`config.mk`:
```
export PLATFORM = sky130hd
export DESIGN_NAME = norm_check_ctrl
export DESIGN_NICKNAME = d
export VERILOG_FILES = /design/src/hdl/norm_check_pkg.sv /design/src/hdl/norm_check_ctrl.sv
export SDC_FILE = /design/constraint.sdc
export NUM_CORES = 1
export LEC_CHECK = 0
export BUFFER_PORTS_ARGS = -buffer_cell sky130_fd_sc_hd__buf_2
export CAP_MARGIN = 15
export CORE_MARGIN = 5
export CORE_UTILIZATION = 60
export CTS_CLUSTER_SIZE = 24
export DETAILED_ROUTE_END_ITERATION = 16
export HOLD_SLACK_MARGIN = 0.06
export PLACE_DENSITY = 0.85
export SKIP_LAST_GASP = 1
export SLEW_MARGIN = 10
export SYNTH_ARGS = -nofsm -noshare
export SYNTH_HDL_FRONTEND = slang
export SYNTH_SLANG_ARGS = --single-unit
```
`constraint.sdc`:
```
create_clock -name clk -period 7.8 [get_ports clk]
set_input_delay 1.56 -clock clk [delete_from_list [all_inputs] [get_ports clk]]
set_output_delay 1.56 -clock clk [all_outputs]
set_load 0.005 [all_outputs]
```
`src/hdl/norm_check_pkg.sv`:
```
// ML-DSA constants, coefficient and memory word types, norm-check mode enum
package norm_check_pkg;

    // Prime modulus q of ML-DSA
    localparam int mldsa_q = 8380417;

    // Each memory slot is 24 bits wide, the coefficient only needs 23
    localparam int reg_size = 24;
    localparam int coeff_width = 23;

    typedef logic [coeff_width-1:0] coeff_t;

    // Four coefficients are packed per memory word, lane 0 in the low slot
    localparam int lanes = 4;

    typedef logic [lanes*reg_size-1:0] mem_word_t;

    localparam int mem_addr_width = 10;

    typedef logic [mem_addr_width-1:0] mem_addr_t;

    // ML-DSA-87 parameter set
    localparam int gamma1 = 524288;
    localparam int gamma2 = 261888;
    localparam int beta = 120;

    // A coefficient passes when its centred magnitude is strictly below these
    localparam coeff_t z_bound = coeff_t'(gamma1 - beta);
    localparam coeff_t r0_bound = coeff_t'(gamma2 - beta);
    localparam coeff_t ct0_bound = coeff_t'(gamma2);

    // z has l polynomials, r0 and ct0 have k
    localparam int poly_count_l = 7;
    localparam int poly_count_k = 8;

    // Selects which vector is checked and against which bound
    typedef enum logic [1:0] {
        chk_z,
        chk_r0,
        chk_ct0
    } chk_norm_mode_t;

endpackage

```
`src/hdl/norm_check_ctrl.sv`:
```
// Norm-check controller FSM: start handshake, rotated read addresses, clear and done
`timescale 1ns/100ps

module norm_check_ctrl #(
    parameter int mldsa_n = 256
) (
    input  logic                           clk,
    input  logic                           reset_n,
    input  logic                           zeroize,
    input  logic                           start_valid,
    output logic                           start_ready,
    input  norm_check_pkg::chk_norm_mode_t mode_in,
    output norm_check_pkg::chk_norm_mode_t mode,
    input  norm_check_pkg::mem_addr_t      mem_base_addr,
    input  logic [5:0]                     randomness,
    output logic                           rd_en,
    output norm_check_pkg::mem_addr_t      rd_addr,
    output logic                           run_clear,
    output logic                           reads_done,
    input  logic                           result_valid
);
    import norm_check_pkg::*;

    // Memory words per polynomial
    localparam int words = mldsa_n / lanes;
    localparam int word_width = (words > 1) ? $clog2(words) : 1;

    typedef logic [word_width-1:0] word_idx_t;
    typedef logic [3:0] poly_idx_t;

    typedef enum logic [2:0] {
        st_idle,
        st_clear,
        st_read,
        st_drain,
        st_release
    } state_t;

    state_t state;
    // Address of word 0 of the current polynomial
    mem_addr_t poly_addr;
    poly_idx_t poly_cnt;
    word_idx_t word_cnt;
    // Rotation of the word order, fixed for the whole run
    word_idx_t start_off;
    // High in the cycle after the last request, while its data returns
    logic last_req;

    poly_idx_t poly_last;
    logic last_word;
    logic last_addr;
    logic [word_width:0] off_sum;
    word_idx_t offset;

    // z is a vector of l polynomials, r0 and ct0 of k
    assign poly_last = (mode == chk_z) ? poly_idx_t'(poly_count_l - 1) :
                                         poly_idx_t'(poly_count_k - 1);

    assign last_word = (word_cnt == word_idx_t'(words - 1));
    assign last_addr = last_word && (poly_cnt == poly_last);

    // Word offset inside the polynomial, wrapping past the last word
    assign off_sum = start_off + word_cnt;
    assign offset = (off_sum >= words) ? word_idx_t'(off_sum - words) : word_idx_t'(off_sum);

    assign rd_addr = poly_addr + mem_addr_t'(offset);

    // Reads overlap the clear cycle, so the first request goes out right after accept
    assign rd_en = (state == st_clear) || (state == st_read);
    assign run_clear = (state == st_clear);
    assign start_ready = (state == st_idle);

    always_ff @(posedge clk or negedge reset_n) begin
        if (!reset_n) begin
            state <= st_idle;
            mode <= chk_z;
            poly_addr <= '0;
            poly_cnt <= '0;
            word_cnt <= '0;
            start_off <= '0;
            last_req <= 1'b0;
            reads_done <= 1'b0;
        end else if (zeroize) begin
            // Abandon the run, no result follows
            state <= st_idle;
            mode <= chk_z;
            poly_addr <= '0;
            poly_cnt <= '0;
            word_cnt <= '0;
            start_off <= '0;
            last_req <= 1'b0;
            reads_done <= 1'b0;
        end else begin
            last_req <= 1'b0;
            // Done once the last word has been folded into the flag
            reads_done <= last_req;
            case (state)
                st_idle: begin
                    if (start_valid && start_ready) begin
                        state <= st_clear;
                        mode <= mode_in;
                        poly_addr <= mem_base_addr;
                        poly_cnt <= '0;
                        word_cnt <= '0;
                        start_off <= word_idx_t'(randomness % words);
                    end
                end
                st_clear, st_read: begin
                    state <= st_read;
                    if (last_word) begin
                        word_cnt <= '0;
                        poly_cnt <= poly_cnt + 1'b1;
                        poly_addr <= poly_addr + mem_addr_t'(words);
                    end else begin
                        word_cnt <= word_cnt + 1'b1;
                    end
                    if (last_addr) begin
                        state <= st_drain;
                        last_req <= 1'b1;
                    end
                end
                st_drain: begin
                    // Result pulse comes the cycle after reads_done
                    if (reads_done) begin
                        state <= st_release;
                    end
                end
                st_release: begin
                    // One cycle with ready low so the flag can be captured
                    if (result_valid) begin
                        state <= st_idle;
                    end
                end
                default: begin
                    state <= st_idle;
                end
            endcase
        end
    end

endmodule

```
Word level (Yosys, flattened, before mapping)
Cells that the tools add are included.
{ "op_classes": {"order_cmp": 1, "addsub": 6, "reduce_logical": 13, "n_eq_ne": 10, "mux": 30} }
{ "op_table": {"columns": ["operator", "n"], "rows": [
  ["6-bit two-way mux", 7],
  ["10-bit two-way mux", 3],
  ["10-bit one-hot mux with 2 select lines", 1],
  ["3-bit two-way mux", 4],
  ["4-bit two-way mux", 3],
  ["3-bit one-hot mux with 4 select lines", 1],
  ["6-bit one-hot mux with 2 select lines", 1],
  ["10-bit by 6-bit adder with 10-bit output", 1],
  ["10-bit by 7-bit adder with 10-bit output (second input constant)", 1],
  ["3-bit != test (second input constant)", 3],
  ["4-bit one-hot mux with 2 select lines", 1],
  ["6-bit by 6-bit adder with 7-bit output", 1],
  ["7-bit >= comparator (second input constant)", 1],
  ["6-bit by 1-bit adder with 6-bit output (second input constant)", 1],
  ["3-bit by 2-bit equality test with 1-bit output (second input constant)", 2],
  ["6-bit equality test (second input constant)", 1],
  ["1-bit two-way mux", 6],
  ["2-bit two-way mux", 3],
  ["3-bit AND reduction", 2],
  ["6-bit by 1-bit subtractor with 6-bit output (second input constant)", 1],
  ["4-bit by 1-bit adder with 4-bit output (second input constant)", 1],
  ["4-bit by 3-bit equality test with 1-bit output", 1],
  ["2-bit AND reduction", 2],
  ["2-bit nonzero test", 2],
  ["9 further kinds", 10]
]} }
{ "totals": {"regBits": 33, "output_inout_bits": 16, "input_bits": 23, "word_cells": 68} }

Longest topological paths before layout
{ "depth": {"ltp_word": 7, "ltp_mapped": 11} }

Worst setup path after synthesis
No wires, ideal clock.
{ "synth_path": {"kind": "reg2out", "start": "reg word_cnt[1]", "end": "out rd_addr[6]", "slack_ns": 3.461, "stages_incl_launch_ff": 10, "n_path_buf": 1, "arrival_time_ns": 2.779, "path_cell_list": "dfrtp_1 -> ha_1 -> a21o_1 -> a21o_1 -> a2111oi_0 -> nor3_1 -> ha_1 -> clkbuf_1 -> or4b_2 -> o2111ai_1"} }
{ "synth_between": {"elab_chain_len": 4, "elab_cells_between_ends": 5, "cone_classes": "3 x add/sub; 1 x order compare; 1 x mux"} }
{ "synth_rtl": {"columns": ["item", "line", "text"], "rows": [
  ["from (decl)", "norm_check_ctrl.sv:43", "word_idx_t word_cnt;"],
  ["from (signal assigned)", "norm_check_ctrl.sv:115", "word_cnt <= word_cnt + 1'b1;"],
  ["6-bit by 6-bit adder with 7-bit output *", "norm_check_ctrl.sv:63", "assign off_sum = start_off + word_cnt;"],
  ["6-bit by 1-bit subtractor with 6-bit output or 7-bit >= comparator (tied branches)", "norm_check_ctrl.sv:64", "assign offset = (off_sum >= words) ? word_idx_t'(off_sum - words) : word_idx_t'(off_sum);"],
  ["6-bit two-way mux *", "norm_check_ctrl.sv:64", null],
  ["10-bit by 6-bit adder with 10-bit output *", "norm_check_ctrl.sv:66", "assign rd_addr = poly_addr + mem_addr_t'(offset);"],
  ["to (decl)", "norm_check_ctrl.sv:17", "output norm_check_pkg::mem_addr_t rd_addr,"]
]} }
Mark *: on every way between the ends. The rest lies on a longest branch, timed or not.

Final worst setup path
Ends and elaborated chain as after synthesis.

==> metrics.md <==
| Metric | Value |
|---|---|
| Hold Fails Final Rpt | 0 |
| Final GP Congestion | 0.847 |
| Gate Count Post-Synth | 223 |
| DR pass1 iterations | 4 |
| Slowest cell on crit path | or4b_2 |
| Library cells used by synthesis | 55 |
| Max_cap viols | 0 |
| Req. time, crit path | 6.24 ns |
| CTS Buffer Depth | 2 |
| Die area | 5060 um^2 |
| Top post-synthesis cells by area | dfrtp_1, ha_1, a22o_1, o21ai_0, xor2_1 |
| # H-tree levels | 2 |
| DPL Wire Length | 3670 um |
| Switching power | 0.000328 W |
| Chip height | 71.1 um |
| CP peak stage delay | 0.62 ns |
| Mapped Nets | 263 |
| Crit path cell chain | ha_1 -> a21o_1 -> a21o_1 -> a2111oi_0 -> nor3_1 -> ha_1 -> or4b_2 -> o2111ai_1 -> buf_2 |
| Crit Path Class | flip-flop to output port |
| I/O pin count | 39 |
| Crit-path leading delay family | compound AO/OA/AOI/OAI gates |
| Slew Limit Headroom | 29.2% |
| Nets | 297 |
| EDFF count, synth | 0 |
| Area share of the largest cell type after synthesis | 36.8% |
| Clock tree from TritonCTS | built |
| Asr flop ratio synth | 100% |
| Synth area leader | dfrtp_1 |
| Num CTS Buffers | 5 |
| Register area share after synthesis | 36.8% |
| Area occupied by multi-input gates | 1310 um^2 |
| Clock transition at path regs | 0.07 ns |
| Total power draw | 0.000808 W |
| CP arrival | 3.25 ns |
| Die width | 71.1 um |
| Comb pwr share | 48.4% |
| Grt total ovfl | 0 |
| Buffers plus inverters on the worst setup path | 1 |
| RSZ-0062 raised after global routing | false |
| Via density | 6.18 |
| Wirelength per Cell | 16.5 um |
| Final count of pins violating max slew | 0 |
| Post-CTS Hold Buffers | 0 |
| Via count | 1,890 |
| Max Fanout on Critical Path | 10 |
| Power per cell area | 321 nW/um^2 |
| Filler Cell Count | 304 |
| Clock sink count | 33 |
| Worst slack, placed | 3.28 ns |
| Reg power frac | 33.9% |
| Drc violations | 0 |
| Post-CTS Setup Bufs | 0 |
| Post-route ant nets | 0 |
| Area delta synth->final | 12.4% |
| Sequential cell area | 826 um^2 |
| PostCTS Resize Cnt | 0 |
| Critical path launch point type | flip-flop |
| Synth Register Bits | 33 |
| Crit share post-route | 61.6% |
| Setup TNS Final | 0 ns |
| Mapped Area | 2240 um^2 |
| Core area | 3630 um^2 |
| Share of post-route cells with drive strength above 1 | 22.5% |
| Number of global-route vias before repair | 1,871 |
| Yosys warnings | 0 |
| 1st-iter DRT viols | 126 |
| Starting Density | 61.7% |
| Most used DFF post-synth | dfrtp_1 |
| Status | completed |
| # diodes | 0 |
| Syn_area_per_cell | 10.1 um^2 |
| Setup Skew | 0.0104 ns |
| Fin crit period | 4.81 ns |
| Initial antenna violation count | 0 |
| Clock power frac | 17.7% |
| Largest net degree at the start of global routing | 34 |
| Switching Fraction | 40.6% |
| Hold/Removal Path Class | flip-flop to flip-flop |
| DRT Wirelength | 5040 um |
| Top cells by count, synth | dfrtp_1, a22o_1, ha_1, o21ai_0 |
| P_leak | 1.23 nW |
| First-pass GRT wire length | 8390 um |
| Root Buffer | clkbuf_8 |
| Top-count cell post-synth | dfrtp_1 |
| Worst Tran Pin Value | 1.06 ns |
| Clk Latency, worst-skew pair | 0.29 ns |
| Total GRT Usage | 20.7% |
| Worst VDD drop | 0.000162 V |
| Cell row count | 22 |
| Worst Slack Setup Final | 2.99 ns |
| Final setup viols | 0 |
| Fmax | 0.208 GHz |
| # port buffers | 38 |
| Int Pwr | 0.000480 W |
| CP Capture Type | output port |
==> final cells by class <==
cell class,count,area share (%)
multi-input cells,171,52.0
flip-flops and latches,33,32.8
repair buffers,39,7.84
clock buffers,7,3.82
well taps,48,2.38
inverters,7,1.04
clock inverters,1,0.199
==> worst reg2reg max path: stages, from the launching register on <==
cell and delay [ns]:
dfrtp_1 0.51, xnor2_2 0.51, nor2_1 0.25, nor3_2 0.89
a22o_1 0.25
==> routing by layer <==
metal  wire (um)  GRT usage [%]
met5           0              0
met4          91           8.56
met3         282           4.40
met2        2440           34.5
met1        2230           25.9
==> cell families after synthesis <==
logic type / synth area share, %
compound gates: 23.5
xor+xnor: 4.24
fa+ha+maj: 10.2
buf+inv: 4.80
flops: 36.8
mux: 2.57
simple gates: 18.0
==> power groups by stage <==
stage	Sequential, W	Clock (W)	Combinational [W]
after global routing	0.000281	0.000152	0.000441
after global placement	0.000273	0	0.000385
final	0.000274	0.000143	0.000391
after floorplan	0.000249	0	0.000313
after detailed placement	0.000275	0	0.000393
after CTS	0.000272	0.000146	0.000396
==> through the flow <==
step | area [um^2] | hold slack (ns) | std cells | utilization, %
finish | 2520 | 0.487 | 306 | 69.4
global route | 2520 | 0.521 | 306 | 69.4
CTS | 2520 | 0.492 | 306 | 69.4
detailed placement | 2420 | 0.474 | 298 | 66.6
global placement | 2420 | 0.466 | 298 | 66.6
floorplan | 2240 | 0.439 | 223 | -
==> cells in the final DEF (no fill, tap or decap), types with 2 or more instances in the layout <==
master | Yosys | routed
a21o_1 | 4 | 4
and2_1 | 2 | 2
nor4bb_1 | 2 | 2
a22o_1 | 16 | 16
and4_1 | 4 | 4
mux2i_1 | 2 | 2
buf_2 | 2 | 38
ha_1 | 15 | 15
fa_1 | 2 | 2
nor3_1 | 9 | 9
nor4b_1 | 2 | 2
or3_1 | 5 | 5
nor2_1 | 10 | 10
xor2_1 | 6 | 6
a211oi_1 | 2 | 2
o211ai_1 | 4 | 4
nand3_1 | 7 | 7
nor2b_1 | 2 | 2
nand3b_1 | 4 | 4
o21bai_1 | 2 | 2
o31ai_1 | 4 | 4
o311ai_0 | 2 | 2
xnor2_1 | 3 | 3
nand2_1 | 10 | 10
a21oi_1 | 8 | 8
clkbuf_8 | 0 | 7
mux2_2 | 2 | 2
a221o_1 | 2 | 2
o21ai_0 | 15 | 15
inv_1 | 7 | 7
or4_1 | 2 | 2
nor3b_1 | 2 | 2
a21oi_2 | 2 | 2
dfrtp_1 | 33 | 33
==> final timing paths <==
kind,from,to,slack [ns],cells after the start
min reg2reg,last_req,reads_done,0.49,1
min,last_req,reads_done,0.49,1
max in group asynchronous,reset_n,mode[0],5.99,1
max,word_cnt[1],rd_addr[6],2.99,9
min in group asynchronous,reset_n,poly_addr[2],1.33,1
max reg2reg,state[1],poly_addr[1],5.31,4
==> flip-flops by register name (all words and copies together) (netlist names) <==
register	flops
last_req	1
mode	2
poly_addr	10
poly_cnt	4
reads_done	1
start_off	6
state	3
word_cnt	6
No activity file was read; power rests on OpenSTA's default activity.
