--- config.mk ---
export PLATFORM = sky130hd
export DESIGN_NAME = norm_check_unit
export DESIGN_NICKNAME = d
export VERILOG_FILES = /design/src/hdl/norm_check_pkg.sv /design/src/hdl/norm_check_unit.sv
export SDC_FILE = /design/constraint.sdc
export NUM_CORES = 1
export LEC_CHECK = 0
export CELL_PAD_IN_SITES_DETAIL_PLACEMENT = 1
export CELL_PAD_IN_SITES_GLOBAL_PLACEMENT = 2
export CORE_UTILIZATION = 30
export DETAILED_ROUTE_END_ITERATION = 10
export DONT_BUFFER_PORTS = 1
export PLACE_DENSITY = 0.68
export SLEW_MARGIN = 20
export SYNTH_ARGS = -nofsm -noshare
export SYNTH_HDL_FRONTEND = slang
export SYNTH_SLANG_ARGS = --single-unit
export TNS_END_PERCENT = 50
--- constraint.sdc ---
create_clock -name vclk -period 4
set_input_delay 0.2 -clock vclk [all_inputs]
set_output_delay 0.2 -clock vclk [all_outputs]
set_load 0.005 [all_outputs]
--- src/hdl/norm_check_pkg.sv ---
// ML-DSA constants, coefficient and memory word types, norm-check mode enum
package norm_check_pkg;

    // Prime modulus q of ML-DSA
    localparam int mldsa_q = 8380417;

    // Each memory slot is 24 bits wide, the coefficient only needs 23
    localparam int reg_size = 24;
    localparam int coeff_width = 23;

    typedef logic [coeff_width-1:0] coeff_t;

    // Four coefficients are packed per memory word, lane 0 in the low slot
    localparam int lanes = 4;

    typedef logic [lanes*reg_size-1:0] mem_word_t;

    localparam int mem_addr_width = 10;

    typedef logic [mem_addr_width-1:0] mem_addr_t;

    // ML-DSA-87 parameter set
    localparam int gamma1 = 524288;
    localparam int gamma2 = 261888;
    localparam int beta = 120;

    // A coefficient passes when its centred magnitude is strictly below these
    localparam coeff_t z_bound = coeff_t'(gamma1 - beta);
    localparam coeff_t r0_bound = coeff_t'(gamma2 - beta);
    localparam coeff_t ct0_bound = coeff_t'(gamma2);

    // z has l polynomials, r0 and ct0 have k
    localparam int poly_count_l = 7;
    localparam int poly_count_k = 8;

    // Selects which vector is checked and against which bound
    typedef enum logic [1:0] {
        chk_z,
        chk_r0,
        chk_ct0
    } chk_norm_mode_t;

endpackage

--- src/hdl/norm_check_unit.sv ---
// Single-coefficient norm check: centring modulo q and bound compare by mode
`timescale 1ns/100ps

module norm_check_unit (
    input  norm_check_pkg::chk_norm_mode_t mode,
    input  norm_check_pkg::coeff_t         coeff,
    output logic                           invalid
);
    import norm_check_pkg::*;

    // Largest value that still counts as non-negative after centring
    localparam coeff_t half_q = coeff_t'((mldsa_q - 1) / 2);
    localparam coeff_t q_val = coeff_t'(mldsa_q);

    // Centred magnitude of the coefficient
    coeff_t magnitude;
    // Bound of the selected check
    coeff_t bound;

    // Values above (q-1)/2 stand for negative numbers, so their
    // magnitude is the distance to q
    always_comb begin
        if (coeff <= half_q) begin
            magnitude = coeff;
        end else begin
            magnitude = q_val - coeff;
        end
    end

    // Bound selection by check mode
    always_comb begin
        case (mode)
            chk_z: begin
                bound = z_bound;
            end
            chk_r0: begin
                bound = r0_bound;
            end
            chk_ct0: begin
                bound = ct0_bound;
            end
            default: begin
                // Unused encoding, a zero bound fails every coefficient
                bound = '0;
            end
        endcase
    end

    // The norm must stay strictly below the bound
    // Gating with read-valid happens in the accumulator
    assign invalid = (magnitude >= bound);

endmodule

After elaboration in Yosys (flattened, before gate mapping)
Cells that the tools add are included.
{ "word_totals": {"register_bits": 0, "latchBits": 0, "mem_bits_rw": 0, "rom_bits": 0, "in_bits": 25, "word_cells": 8, "n_memories": 0} }
{ "classes": {"addsub": 1, "multipliers": 0, "div_mod_pow": 0, "order_cmp": 2, "eq_ne": 2, "shift": 0, "muxes": 2, "bitwise_logic": 0, "reduce_logical": 1} }
{ "op_table": {"columns": ["operator", "n"], "rows": [
  ["$pmux 19 s3", 1],
  ["$ge 23x23->1", 1],
  ["$le 23x22->1 const B", 1],
  ["$mux 23", 1],
  ["$sub 23x23->23 const A", 1],
  ["$eq 2x1->1 const B", 1],
  ["$eq 2x2->1 const B", 1],
  ["$logic_not 2->1", 1]
]} }

Depth between registers and ports, before layout
Gate-level depths: netlist of run 1.
{ "logic_depth": {"ltp_word": 3, "ltp_mapped": 13, "ltp_nobuf": 13} }

Worst setup path before layout of run 1
OpenSTA, ideal clock, no wires.
{ "synth_path": {"path_kind": "input to output", "startpoint": "in coeff[3]", "endpoint": "out invalid", "arrival_ns": 2.423, "t_required_ns": 3.800, "setup_slack_ns": 1.377, "path_stages": 11, "path_cell_list": "nor4_4 > nand3_1 > or3_1 > a41oi_1 > xor2_1 > ha_1 > a21o_1 > a21o_1 > a21oi_1 > and3b_1 > o211ai_1"} }
{ "synth_via": {"elab_chain_cells": 3, "word_cells_on_any_way": 4, "cone_classes": "add/sub: 1; order compare: 2; mux: 1"} }
{ "synth_lines": {"columns": ["item", "line", "rtl"], "rows": [
  ["from (decl)", "norm_check_unit.sv:6", "input norm_check_pkg::coeff_t coeff,"],
  ["$sub 23x23->23 or $le 23x22->1 (tied branches)", "norm_check_unit.sv:26, norm_check_unit.sv:23", null],
  ["$mux 23 *", "norm_check_unit.sv:23", "if (coeff <= half_q) begin"],
  ["$ge 23x23->1 *", "norm_check_unit.sv:51", "assign invalid = (magnitude >= bound);"],
  ["to (decl)", "norm_check_unit.sv:7", "output logic invalid"]
]} }
Mark *: on every way between the ends. The rest lies on a longest branch, timed or not.

Worst setup path after layout of run 1
Same ends and word-level chain as after synthesis.

==> results of run 1 <==
## metal layers
metal  vias up  track usage, %
li1        405               -
met1       383            22.7
met2        21            23.0
met3         0            1.39
met4         0               0
met5         -               0
## cell type report
cell class	instances	share of cell area (%)
Inverter	6	2.63
Tap cell	30	4.39
Multi-Input combinational cell	97	93.0
## path summary, 6_finish.rpt
path / startpoint / to / slack [ns] / cells past startpoint
worst min-delay path: coeff[21] / invalid / 0.67 / 2
worst max-delay path: coeff[3] / invalid / 1.08 / 11
## power groups by stage
stage | combinational (mW) | sequential (mW) | clock [mW]
after floorplan | 0.0625 | 0 | 0
after global placement | 0.0765 | 0 | 0
after detailed placement | 0.0769 | 0 | 0
after CTS | 0.0776 | 0 | 0
after global routing | 0.0875 | 0 | 0
final | 0.0767 | 0 | 0
## per-stage QoR
step	hold WS [ns]	cell area [µm²]	power [mW]	utilization, %
after CTS	0.672	856	0.0776	33.6
after global routing	0.705	856	0.0875	33.6
after global placement	0.680	856	0.0765	33.6
after detailed placement	0.667	856	0.0769	33.6
after floorplan	0.612	826	0.0625	-
final	0.665	856	0.0767	33.6
## cell usage after synthesis (all sizes together)
cell    number  area share, %
a21oi        5            3.5
o21ai        6            3.6
o311a        1            1.2
nand2b       1           0.76
o211ai       1           0.91
nor3         4            3.0
a31oi        2            1.5
and2         1           0.76
mux2         1            1.4
o31ai        4            4.2
clkbuf       2           0.91
ha          14             21
or2          1           0.76
nand4        8            8.6
nor2         6            2.7
nor4         2            5.2
a211oi       1           0.91
a21o         4            4.5
inv          6            2.7
nand3        3            1.8
or4b         1            1.2
or3          1           0.76
xor2         6            6.4
a221oi       1            1.8
xnor2        7            7.4
a41oi        1            1.1
o41ai        1            1.1
a2111o       1            1.4
a22oi        1           0.91
o311ai       1            1.1
and3b        1            1.1
nand2        8            3.6
and2b        1            1.1
nand3b       1           0.91
## cells by family after synthesis
kind of cell | Yosys count | synth area share [%]
compound gates | 30 | 27.7
xor+xnor | 13 | 13.8
fa+ha+maj | 14 | 21.2
buf+inv | 8 | 3.64
mux | 1 | 1.36
simple gates | 39 | 32.3
==> results by stage, run 1 <==
Placement:
- The number of placed cells counting well taps is roughly 130.
- Routability-driven placement finished with a final weighted congestion of 0.682.
- Once detailed placement completed, the half-perimeter wirelength came to 1.89 mm.
- Prior to clock tree synthesis, the placed netlist has a worst setup slack of around 1.1 ns.
- The number of input and output port buffers inserted is 0.

Timing:
- The count of pins over their slew limit was 0.
- Setup slack closes at around 1.1 ns.
- The minimum clock period after layout is around 3 ns.
- The total negative slack for setup checks is 0 ns.
- The slew of the pin with the lowest slew margin is around 0.65 ns.
- The count of final setup violators is 0.
- Setup repair after global routing left no endpoint under its margin.
- The top achievable clock speed is approximately 340 MHz.
- The worst pin sits at a relative slew slack of 56.2%.
- The count of endpoints failing hold in the final timing report is 0.
- The final cycle utilization of the critical path is 73.0%.

Detailed routing:
- The detailed-route wire length on metal 1 is 1.14 mm.
- The final antenna-violating net count is 0.
- The top layer reached by signal wires is met3.
- In the routed design, unresolved DRC markers number 0.
- The number of DRC markers after the initial detailed-route iteration is 8.
- The routed wire length on met3 is approximately 94 µm.
- Summing over every cut layer, the via total after detailed routing is 809.
- In the routed layout, each cell is associated on average with a via count of 6.08.
- The wire length on met2 is about 940 µm.
- The detailed-route wire length is between 2 and 2.5 mm.
- In the final routed layout, each cell accounts on average for ~16 µm.
- The first detailed-routing pass took 3 iterations.

CTS:
- Hold repair after CTS inserted 0 buffers.
- The post-CTS setup repair buffer count is 0.
- Once the clock tree was built, the resizer swapped 0 gates to a different size.

Global routing:
- The initial antenna violation count is 0.
- Entering global routing, the biggest net connects 11 pins.
- Global routing finished with a remaining overflow of 0.
- The first global-routing pass estimated roughly 3.2 mm of wire.
- The total track usage is ~15%.
- The number of global-route vias before repair is 744.

Power:
- The clock network power share is 0%.
- The leakage power total is around 0.34 nW.
- Of the total power, the share spent switching nets is a little over half.
- Across the VDD grid, the largest voltage drop is ~0.045 mV.
- The internal power consumption is 0.0366 mW.
- The sequential share of power is 0%.
- The power density over the cells is roughly 90 nW/µm².
- The combinational power share is between 90% and 100%.
- For this design the total switching power over the nets is ~0.04 mW.

Logic synthesis:
- The part of the Yosys area used for sequential elements is 0%.
- The mapped netlist covers around 830 µm².
- When the netlist entered floorplanning its net count stood at approximately 140.
- The post-synthesis instance total is around 110.
- In this run, distinct cell masters in the synthesized netlist total 41.
- Yosys printed 0 warnings.
- The per-instance average area after synthesis is 7.86 µm².

Setup path:
- The endpoint arrival time on the critical path is roughly 2.7 ns.
- The data required time of the critical path is roughly 3.8 ns.
- The family of cells with the greatest summed delay on the critical path is simple AND/OR/NAND/NOR gates.
- The category of the critical setup timing path is in2out.
- The endpoint type of the worst setup path is an output port.
- Traced cell by cell, the critical path runs through nor4_4 > nand3_1 > or3_1 > a41oi_1 > xor2_1 > ha_1 > a21o_1 > a21o_1 > a21oi_1 > and3b_1 > o211ai_1.
- The largest fanout on the critical path is 5.
- By instance count, the cell type seen most on the critical path is a21o_1.
- The kind of start point of the critical path is an input port.
- The largest stage delay on the critical path is about 0.42 ns.
- The cell with the biggest individual delay on the critical path is or3_1.
- The buffers plus inverters on the worst setup path is 0.

Finish:
- The number of flip-flops and latches is 0.
- The repair_antennas step left the layout with diodes totalling 0.
- Leaving out fill and tap cells, the most frequent cell in the layout is ha_1.
- The area added between synthesis and finish is 3.64%.
- The clock buffers instantiated in the layout total 0.
- Excluding fillers, the count of instances in the completed layout stands at approximately 130.
- The sequential cells in the finished layout cover a total of 0 µm².
- The proportion of layout cells with a drive suffix above 1 is between 10% and 20%.
- In the final design database the tool counted ~140 nets.
- The combined area of the multi-input logic cells is 796 µm².
- The library cells used most frequently in the layout, excluding fill and tap cells, are 14 x ha_1, 8 x nand2_1, 7 x xnor2_1.
- The fill cell instance count of the final layout is between 300 and 400.

Outcome:
- The run finished with clean final reports.

Floorplanning:
- The die area is 2970 µm².
- During I/O placement, the number of pins put on the boundary was 26.
- For this configuration, the core starts out at a cell density of approximately a third.
- In this run the standard cell core region covers approximately 2500 µm².
- The floorplan has 18 rows.
- The chip width is roughly 54 µm.
- The die span in y is 54.5 µm.

Job:
- The tool flagged a number of max-cap violations equal to 0.

Min path:
- The tightest min-delay check is of the in2out type.
(Power assumes the default switching activity.)
==> run 2: changes to the inputs <==
- ABC_AREA: not set -> 1
- PLACE_DENSITY: 0.68 -> 0.75
- clock period: 4 -> 3 ns (I/O delays scaled with it)
==> run 2 against run 1 <==
Net effect:
- first-iteration DRC count rose to 3.5 times the previous value
- via count is 27% higher
- count of clock-buffer cells in the layout unchanged
- cell area up 22%
- worst setup slack got worse by 0.79 ns
- core utilization grew 0.67 points
- non-clock buffer count up 4
- sequential share of layout area did not move
- critical endpoint unchanged
==> results by stage, run 2 <==
Outcome:
- The run finished with clean final reports.

Finish:
- The area added between synthesis and finish is 7.72%.
- In the layout the commonest cells are 35 x nand2_1, 25 x nor2_1, 24 x inv_1.
- The summed area of non-filler cells in the final layout is 1050 µm².
- The clock tree buffer count of the final layout is 0.
- The proportion of layout cells with a drive suffix above 1 is 11.7%.
- Sequential cells placed in the final layout were counted as 0.
- The share of the core filled with cells in the final layout is 34.3%.
- The library cell used most frequently in the layout, excluding fill and tap cells, is nand2_1.
- Summing all flip-flop and latch instances after layout gives 0 µm².
- The antenna diode count is 0.
- After the last flow step, the layout net total stands at 212.

Setup path:
- The kind of start point of the critical path is an input port.
- The endpoint arrival time on the critical path is 2.56 ns.
- Among the stages of the critical path, the cell type that occurs most often is nand2_1.
- On the worst path, the slowest cell contributes a delay of around 0.3 ns.
- The setup path with the least slack is of type in2out.
- Traced cell by cell, the critical path runs through inv_1 > ha_1 > nand3_2 > nor2_4 > nand3_2 > nand2_8 > inv_2 > o21ai_0 > xor2_1 > inv_1 > ha_1 > a21oi_1 > o21a_1 > nor3_1 > nor2_1 > nand2_1 > nand2_1 > nand2_1 > nand2_1 > nand2_1.
- Of all nets on the critical path, the largest fanout is 11.
- At the worst endpoint, the required time is approximately 2.9 ns.
- The critical path launch point is coeff[1].
- The endpoint type of the worst setup path is an output port.
- On the critical path, the stage with the largest delay is an instance of ha_1.

Timing:
- After layout, the worst path uses 90.3% of the clock period.
- The count of pins over their slew limit was 0.
- Setup repair after global routing left no endpoint under its margin.
- The tightest hold path in the finished design has a slack of around 0.51 ns.
- Timing would allow up to ~370 MHz.
- The slew of the pin with the lowest slew margin is 0.308 ns.
- The routed design could run at a clock period as short as around 2.7 ns.
- The count of endpoints failing hold in the final timing report came to 0.
- The count of final setup violators is 0.
- For the final routed database, the setup TNS stands at 0 ns.
- The worst max-slew margin expressed relative to the limit is 79.5%.

Logic synthesis:
- The post-synthesis instance total is 170.
- Sorting the synthesized cells by area gives the leading types as ha_1 18%, nand2_1 14%, xor2_1 14%.
- The number of nets handed over by synthesis was about 210.
- The top cell type's share of synthesized area is between 10% and 20%.
- The post-synthesis cell area is 972 µm².
- Sequential cells were found to cover 0% of the synthesized design area.
- The most common cell in the synthesized netlist is nand2_1.
- In this run, distinct cell masters in the synthesized netlist total 28.
- The largest total area in the synthesized netlist belongs to ha_1.
- By count the netlist is led by 35 x nand2_1, 25 x nor2_1, 24 x inv_1.
- The per-instance average area after synthesis is roughly 5.7 µm².
- The warning count from the yosys run is 0.

Floorplanning:
- Once the floorplan was initialized, standard cells occupied 31.8% of the core.
- The core area is 3050 µm².
- The die covers around 3500 µm².
- The number of top-level design ports is 26.
- The die span in y is 58.9 µm.
- The die is about 59 µm wide.
- The floorplan has 20 rows.

Min path:
- The worst hold endpoint is invalid.
- The worst hold path cell count is 3.
- The startpoint of the lowest-slack hold path is coeff[20].
- The min-delay analysis places its worst path in the category in2out.

Power:
- The largest vdd supply drop is between 0.03 and 0.04 mV.
- The leakage power total is 0.540 nW.
- Power spread over the standard cell area amounts to between 100 and 150 nW/µm².

Detailed routing:
- Across all layers, the routed design uses around 1,000 vias.
- The detailed-route wire length is ~2.7 mm.
- The detailed-routing iteration count for the pre-antenna-repair pass is 3.
- Using the TritonRoute via totals, the vias-per-cell ratio works out to approximately 4.8.
- After detailed routing, the average wire length per cell comes to 12.5 µm.
- The final antenna-violating net count is 0.
- The number of DRC markers after the initial detailed-route iteration is 28.
- The count of unresolved DRC violations after routing is 0.

Global routing:
- The total global routing overflow is 0.
- The initial antenna violation count is 0.
- The maximum number of pins on one net before global-route repair is 17.
- The wire length of the first global-routing pass is around 4.5 mm.
- Global routing used between 10% and 20% of the available tracks across all layers.
- The number of global-route vias before repair is between 1,000 and 1,500.

Placement:
- The final weighted congestion in routability-driven placement is approximately 0.75.
- Input and output buffers added on the ports amount to 0.
- The placed wire-length estimate is roughly 2.5 mm.
- Summing all placed instances gives a cell area of a little over 1000 µm².

Job:
- The tool flagged a number of max-cap violations equal to 0.

CTS:
- The count of hold buffers inserted by post-cts repair is 0.
-- run 2: worst max-delay path: cells and delay by family --
kind	cells	cell delay, ns
adders and majority gates	2	0.53
AOI/OAI and AO/OA	3	0.35
buffers and inverters	3	0.26
xor gates and xnor gates	1	0.18
and+or+nand+nor	11	1.10
-- run 2: cells by family after synthesis --
family                   Yosys count  share of synthesized area (%)
AO/OA/AOI/OAI                     23                           13.3
XOR/XNOR                          16                           14.4
adder cells (fa/ha/maj)           14                           18.0
buffers and inverters             30                           12.4
AND/OR/NAND/NOR                   87                           42.0
-- run 2: per-stage QoR --
| stage | power, mW | instances | setup slack (ns) |
|---|---|---|---|
| floorplan | 0.100 | 170 | 0.607 |
| global placement | 0.122 | 211 | 0.330 |
| detailed placement | 0.124 | 211 | 0.226 |
| CTS | 0.125 | 211 | 0.221 |
| global route | 0.148 | 215 | 0.00352 |
| finish | 0.127 | 215 | 0.290 |
-- run 2: power by group --
part / internal, mW / leakage (nW) / switching (mW) / total (mW)
logic: 0.0524 / 0.540 / 0.0749 / 0.127
registers: 0 / 0 / 0 / 0
clock network: 0 / 0 / 0 / 0
-- run 2: worst max-delay path by stage --
stage | to | cells after the start
after detailed placement | invalid | 20
after CTS | invalid | 20
after global placement | invalid | 20
final | invalid | 20
after floorplan | invalid | 20
after global routing | invalid | 20
-- run 2: area by class of cell --
cell class	instances	area (µm²)
fillers	428	2010
inverters	27	101
multi-input cells	140	861
well taps	44	55.1
repair buffers	4	30.0
-- run 2: timing repair --
action,in CTS,in global routing
setup endpoints to repair,0,1
setup buffers,0,4
resized for setup,0,1
-- run 2: metal layers --
layer  wire, µm  track usage [%]  part of all wire, %  up-vias
li1           -                -                    -      544
met1       1270             21.8                   47      464
met2       1330             30.4                   49       16
met3         85            0.879                  3.2        2
met4         15             1.02                 0.56        0
met5          0                0                    0        -
